--- config.mk ---
export PLATFORM = sky130hd
export DESIGN_NAME = epu_cmd_decode
export DESIGN_NICKNAME = d
export VERILOG_FILES = /design/src/acc_pkg.sv /design/src/epu_cmd_decode.sv
export SDC_FILE = /design/constraint.sdc
export NUM_CORES = 1
export LEC_CHECK = 0
export ABC_AREA = 0
export BUFFER_PORTS_ARGS = -buffer_cell sky130_fd_sc_hd__buf_2
export CAP_MARGIN = 0
export CORE_MARGIN = 2
export CORE_UTILIZATION = 34
export CTS_CLUSTER_SIZE = 40
export DETAILED_ROUTE_END_ITERATION = 12
export PLACE_DENSITY_LB_ADDON = 0.05
export SLEW_MARGIN = 20
export SYNTH_ARGS = -nofsm -noshare
export SYNTH_HDL_FRONTEND = slang
export SYNTH_SLANG_ARGS = --single-unit
--- constraint.sdc ---
create_clock -name clk -period 1.4 [get_ports clk]
set_input_delay 0.14 -clock clk [delete_from_list [all_inputs] [get_ports clk]]
set_output_delay 0.14 -clock clk [all_outputs]
set_load 0.005 [all_outputs]
--- src/acc_pkg.sv ---
package acc_pkg;

  localparam int DATA_BITS = 32;
  localparam int ADDR_BITS = 8;
  localparam int BUF_WORDS = 1 << ADDR_BITS; // 256 words of output buffer.

  // field positions inside a host command word.
  localparam int CMD_OP_MSB    = 31;
  localparam int CMD_OP_LSB    = 30;
  localparam int CMD_COUNT_MSB = 23;
  localparam int CMD_COUNT_LSB = 16;
  localparam int CMD_BASE_MSB  = 15;
  localparam int CMD_BASE_LSB  = 8;
  localparam int CMD_BIAS_MSB  = 7;
  localparam int CMD_BIAS_LSB  = 0;

  localparam int COUNT_BITS = CMD_COUNT_MSB - CMD_COUNT_LSB + 1;
  localparam int BIAS_BITS  = CMD_BIAS_MSB - CMD_BIAS_LSB + 1;

  typedef enum logic [1:0] {
    OP_PASS      = 2'd0,
    OP_BIAS_RELU = 2'd1,
    OP_ACC       = 2'd2,
    OP_NOP       = 2'd3
  } epu_op_t;

  typedef enum logic [1:0] {
    OWN_IDLE   = 2'd0,
    OWN_EPU    = 2'd1,
    OWN_HOST_R = 2'd2,
    OWN_HOST_W = 2'd3
  } buf_owner_t;

  typedef enum logic [1:0] {
    EX_IDLE   = 2'd0,
    EX_RUN    = 2'd1,
    EX_ACC_WR = 2'd2
  } exec_state_t;

endpackage

--- src/epu_cmd_decode.sv ---
`timescale 1ns/1ps

module epu_cmd_decode
  import acc_pkg::*;
(
  input  logic                  clk,
  input  logic                  rst,
  input  logic                  enb_i,
  input  logic                  cmd_valid_i,
  input  logic [DATA_BITS-1:0]  cmd_i,
  input  logic                  busy_i,
  output logic                  start_o,
  output epu_op_t               op_o,
  output logic [ADDR_BITS-1:0]  base_o,
  output logic [COUNT_BITS-1:0] count_o,
  output logic [BIAS_BITS-1:0]  bias_o,
  output logic                  cmd_err_o
);

  logic engaged;
  logic accept;

  // busy only rises the cycle after start, so a pending start also counts as engaged.
  assign engaged = busy_i || start_o;
  assign accept  = cmd_valid_i && enb_i && !engaged;

  always_ff @(posedge clk, posedge rst) begin
    if (rst) begin
      start_o   <= 1'b0;
      cmd_err_o <= 1'b0;
    end else begin
      start_o   <= accept;
      cmd_err_o <= cmd_valid_i && engaged; // the command is dropped.
    end
  end

  always_ff @(posedge clk) begin
    if (accept) begin
      op_o    <= epu_op_t'(cmd_i[CMD_OP_MSB:CMD_OP_LSB]);
      base_o  <= cmd_i[CMD_BASE_MSB:CMD_BASE_LSB];
      count_o <= cmd_i[CMD_COUNT_MSB:CMD_COUNT_LSB];
      bias_o  <= cmd_i[CMD_BIAS_MSB:CMD_BIAS_LSB];
    end
  end

endmodule

Yosys cells after proc, flatten, opt, wreduce, memory -nomap -nowiden
Index checks and enable logic that the tools add are counted.

storage, ports and cells
  output and inout port bits = 28
  bits in registers = 28
  logic and storage cells = 11

operators by class
  reductions and logical operators = 5

operators by type and width
  operator           number
  logical AND 1 bit  3
  logical NOT 1 bit  1
  logical OR 1 bit   1

Logic depth before layout (Yosys ltp)
  depth after elaboration = 3
  gate-level depth with buffers = 1
  mapped depth without buffers = 1

Worst setup path after synthesis
OpenSTA, ideal clock, no wires.

  path type = reg2reg
  start = register start_o
  end = register base_o[0], enable pin
  data arrival time = 1014 ps
  required time = 1027 ps
  setup time = 373 ps
  clock period less this slack = 1387 ps
  slack = 13 ps
  stages on the path, launching flop included = 2
  buffers on the path = 0
  cells stage by stage = dfrtp_1 > and4bb_2

between the ends
  longest elaborated chain between the ends = 3

ends and longest elaborated chain
  what                    line                  text
  from (decl)             epu_cmd_decode.sv:12  output logic start_o,
  from (signal assigned)  epu_cmd_decode.sv:32  start_o <= accept;
  logical OR 1 bit        epu_cmd_decode.sv:24  assign engaged = busy_i || start_o;
  logical NOT 1 bit       epu_cmd_decode.sv:25  assign accept = cmd_valid_i && enb_i && !engaged;
  logical AND 1 bit       epu_cmd_decode.sv:25
  named net accept        epu_cmd_decode.sv:21  logic accept;
  to (signal assigned)    epu_cmd_decode.sv:40  base_o <= cmd_i[CMD_BASE_MSB:CMD_BASE_LSB];
  to (decl)               epu_cmd_decode.sv:14  output logic [ADDR_BITS-1:0] base_o,

The timed path passes the listed nets, and every way through them passes these cells.
A chain may end at the register's enable or synchronous reset.

Worst setup path in the final report
  start = register start_o
  end = register count_o[7], enable pin

between the ends
  longest elaborated chain between the ends = 3

ends and longest elaborated chain
  what                  line                  text
  logical OR 1 bit      epu_cmd_decode.sv:24
  logical NOT 1 bit     epu_cmd_decode.sv:25
  logical AND 1 bit     epu_cmd_decode.sv:25
  named net accept      epu_cmd_decode.sv:21
  to (signal assigned)  epu_cmd_decode.sv:41  count_o <= cmd_i[CMD_COUNT_MSB:CMD_COUNT_LSB];
  to (decl)             epu_cmd_decode.sv:15  output logic [COUNT_BITS-1:0] count_o,

The timed path passes the listed nets, and every way through them passes these cells.

==> results.toml <==
[outcome]
outcome = "complete, no violations"

[worst_setup_path]
start_kind = "flop"
worstPathArrival_ns = 1.25
crit_family = "flip-flops"
crit_type = "reg -> reg"
worstPathRequired_ns = 1.44
cp_slowest_cell = "dfrtp_1"
crit_fanout = 27
cp_cell_sequence = "and4bb_2 -> buf_12"
endpoint_kind = "flop"
r2r_setup_slack_ns = 0.19
worst-path-buf-inv = 1
critPathMaxStageDelay_ns = 0.41

[sta]
slew_viol_final = 0
rsz0062_at_grt = "no"
maxSlewHeadroom_pct = 90.4
setup_violations = 0
post-route-min-period_ns = 1.21
hold_viol = 0
skew_ns = 0.00317
fmax_mhz = 829
worst_pin_slew_ns = 0.143
fin_setup_tns_ns = 0
fin_crit_sh_pct = 86.2

[cts]
insertion_delay_ns = 0.32
cts_inserted_buffers = 3
cts_setup_buffers = 0
clk_pin_slew_ns = 0.14
cts_max_level = 1
cts_root_buf = "clkbuf_4"
cts_sinks = 28
cts_resized = 0
clockBufferDepth = 2
cts_tree = "built"

[yosys]
synth_warnings = 0
ys_seq_elements = 28
synth_area_leaders = "edfxtp_1 (91%), dfrtp_1 (5.9%), and4bb_2 (1.5%)"
avgSynthCellArea_um2 = 27.6
synth_top_area_share_pct = 91.4
seq_area_frac_synth_pct = 97.2
synth_top_cell_by_area = "edfxtp_1"
syn_nets = 68
syn_area_um2 = 855
synth.distinct_cells = 5
synth_cells = 31

[routing]
vias = 607
dr.pass1.iters = 4
drc = 0
wl_mm = 1.72
drt_iter0_drc = 5
ant_nets = 0
vias_per_cell = 4.02
wl_per_cell_um = 11.4

[die]
core_um2 = 2430
dieWidth_um = 54.1
rows = 18
die_area_um2 = 2930
die_h_um = 54.1
io_pins = 65
initial_core_util_pct = 35.1

[grt]
grt_max_degree = 28
grt_pass1_vias = 530
antenna_found_initial = 0
grt_pass1_wl_mm = 2.25
overflow = 0
grt.total_usage_pct = 11.5

[flow_run]
max_cap_violations = 0

[layout]
fillers = 203
final_nets = 159
drive_gt1_share_pct = 52.9
final_cell_mix = "buf_2 (58), dlygate4sd3_1 (27), edfxtp_1 (26), clkbuf_4 (3), dfrtp_1 (2)"
area_growth_syn_to_layout_pct = 76.6
diodes = 0
final_common_cell = "buf_2"

[power_and_ir_drop]
ir_drop_uv = 774
power_density_nw_per_um2 = 972
power_mw = 1.47
p_leak_nw = 0.648

[hold_path]
hold_class = "in -> reg"

[placement]
portBuffers = 58
gp_congestion = 0.610
==> worst paths after layout <==
| kind | cells past startpoint | start | to |
|---|---|---|---|
| worst min register to register | 1 | start_o$_DFF_PP0_ | cmd_err_o$_DFF_PP0_ |
| min in group asynchronous | 3 | rst | start_o$_DFF_PP0_ |
| worst max register to register | 2 | start_o$_DFF_PP0_ | count_o[7]$_DFFE_PP_ |
| worst max-delay path | 2 | start_o$_DFF_PP0_ | count_o[7]$_DFFE_PP_ |
| max in group asynchronous | 3 | rst | cmd_err_o$_DFF_PP0_ |
| worst min-delay path | 2 | busy_i | cmd_err_o$_DFF_PP0_ |
==> report_power, final <==
| group | internal, mW | switching, mW |
|---|---|---|
| clock network | 0.159 | 0.218 |
| registers | 0.942 | 0.00542 |
| logic | 0.0987 | 0.0445 |
==> cell families (layout without fill, tap and decap cells) <==
group | count (synthesis) | after routing | synth area share [%]
and+or+nand+nor | 1 | 1 | 1.46
AOI/OAI and AO/OA | 1 | 1 | 0.879
buffers and inverters | 1 | 91 | 0.439
DFF | 28 | 28 | 97.2
==> synthesized netlist by cell type (all sizes together) <==
cell     n
edfxtp  26
dfrtp    2
and4bb   1
inv      1
o21a     1
==> per-stage QoR <==
| stage | util, % | std cells | setup WS [ns] | hold slack, ns | instance area [um2] |
|---|---|---|---|---|---|
| 2_1_floorplan | - | 31 | 0.0129 | -0.119 | 855 |
| 3_3_place_gp | 49.4 | 120 | 0.218 | -0.0128 | 1200 |
| 3_5_place_dp | 49.4 | 120 | 0.206 | -0.00932 | 1200 |
| 4_1_cts | 62.0 | 151 | 0.192 | 0.0246 | 1510 |
| 5_1_grt | 62.0 | 151 | 0.159 | 0.0134 | 1510 |
| 6_report | 62.0 | 151 | 0.193 | 0.0312 | 1510 |
==> area by class of cell <==
cell class | count | area, um2 | share of cell area [%]
timing repair buffer | 86 | 581 | 38.5
multi-input combinational | 2 | 20.0 | 1.33
inverter | 1 | 3.75 | 0.249
sequential | 28 | 831 | 55.1
clock buffer | 4 | 36.3 | 2.40
tap | 30 | 37.5 | 2.49
==> what timing repair did <==
action	in CTS	in global routing
hold buffers	27	0
setup endpoints to repair	0	0
endpoints found under the hold margin	28	0
==> layer usage <==
layer / vias up / wire (um) / global-route usage (%)
li1: 301 / - / -
met1: 268 / 626 / 11.0
met2: 36 / 915 / 22.1
met3: 2 / 172 / 3.61
met4: 0 / 8 / 5.00
met5: - / 0 / 0
==> registers in the layout, indices dropped and copies added, names as in the netlist <==
signal,flops
cmd_err_o,1
op_o,2
count_o,8
start_o,1
bias_o,8
base_o,8
(Power assumes the default switching activity.)
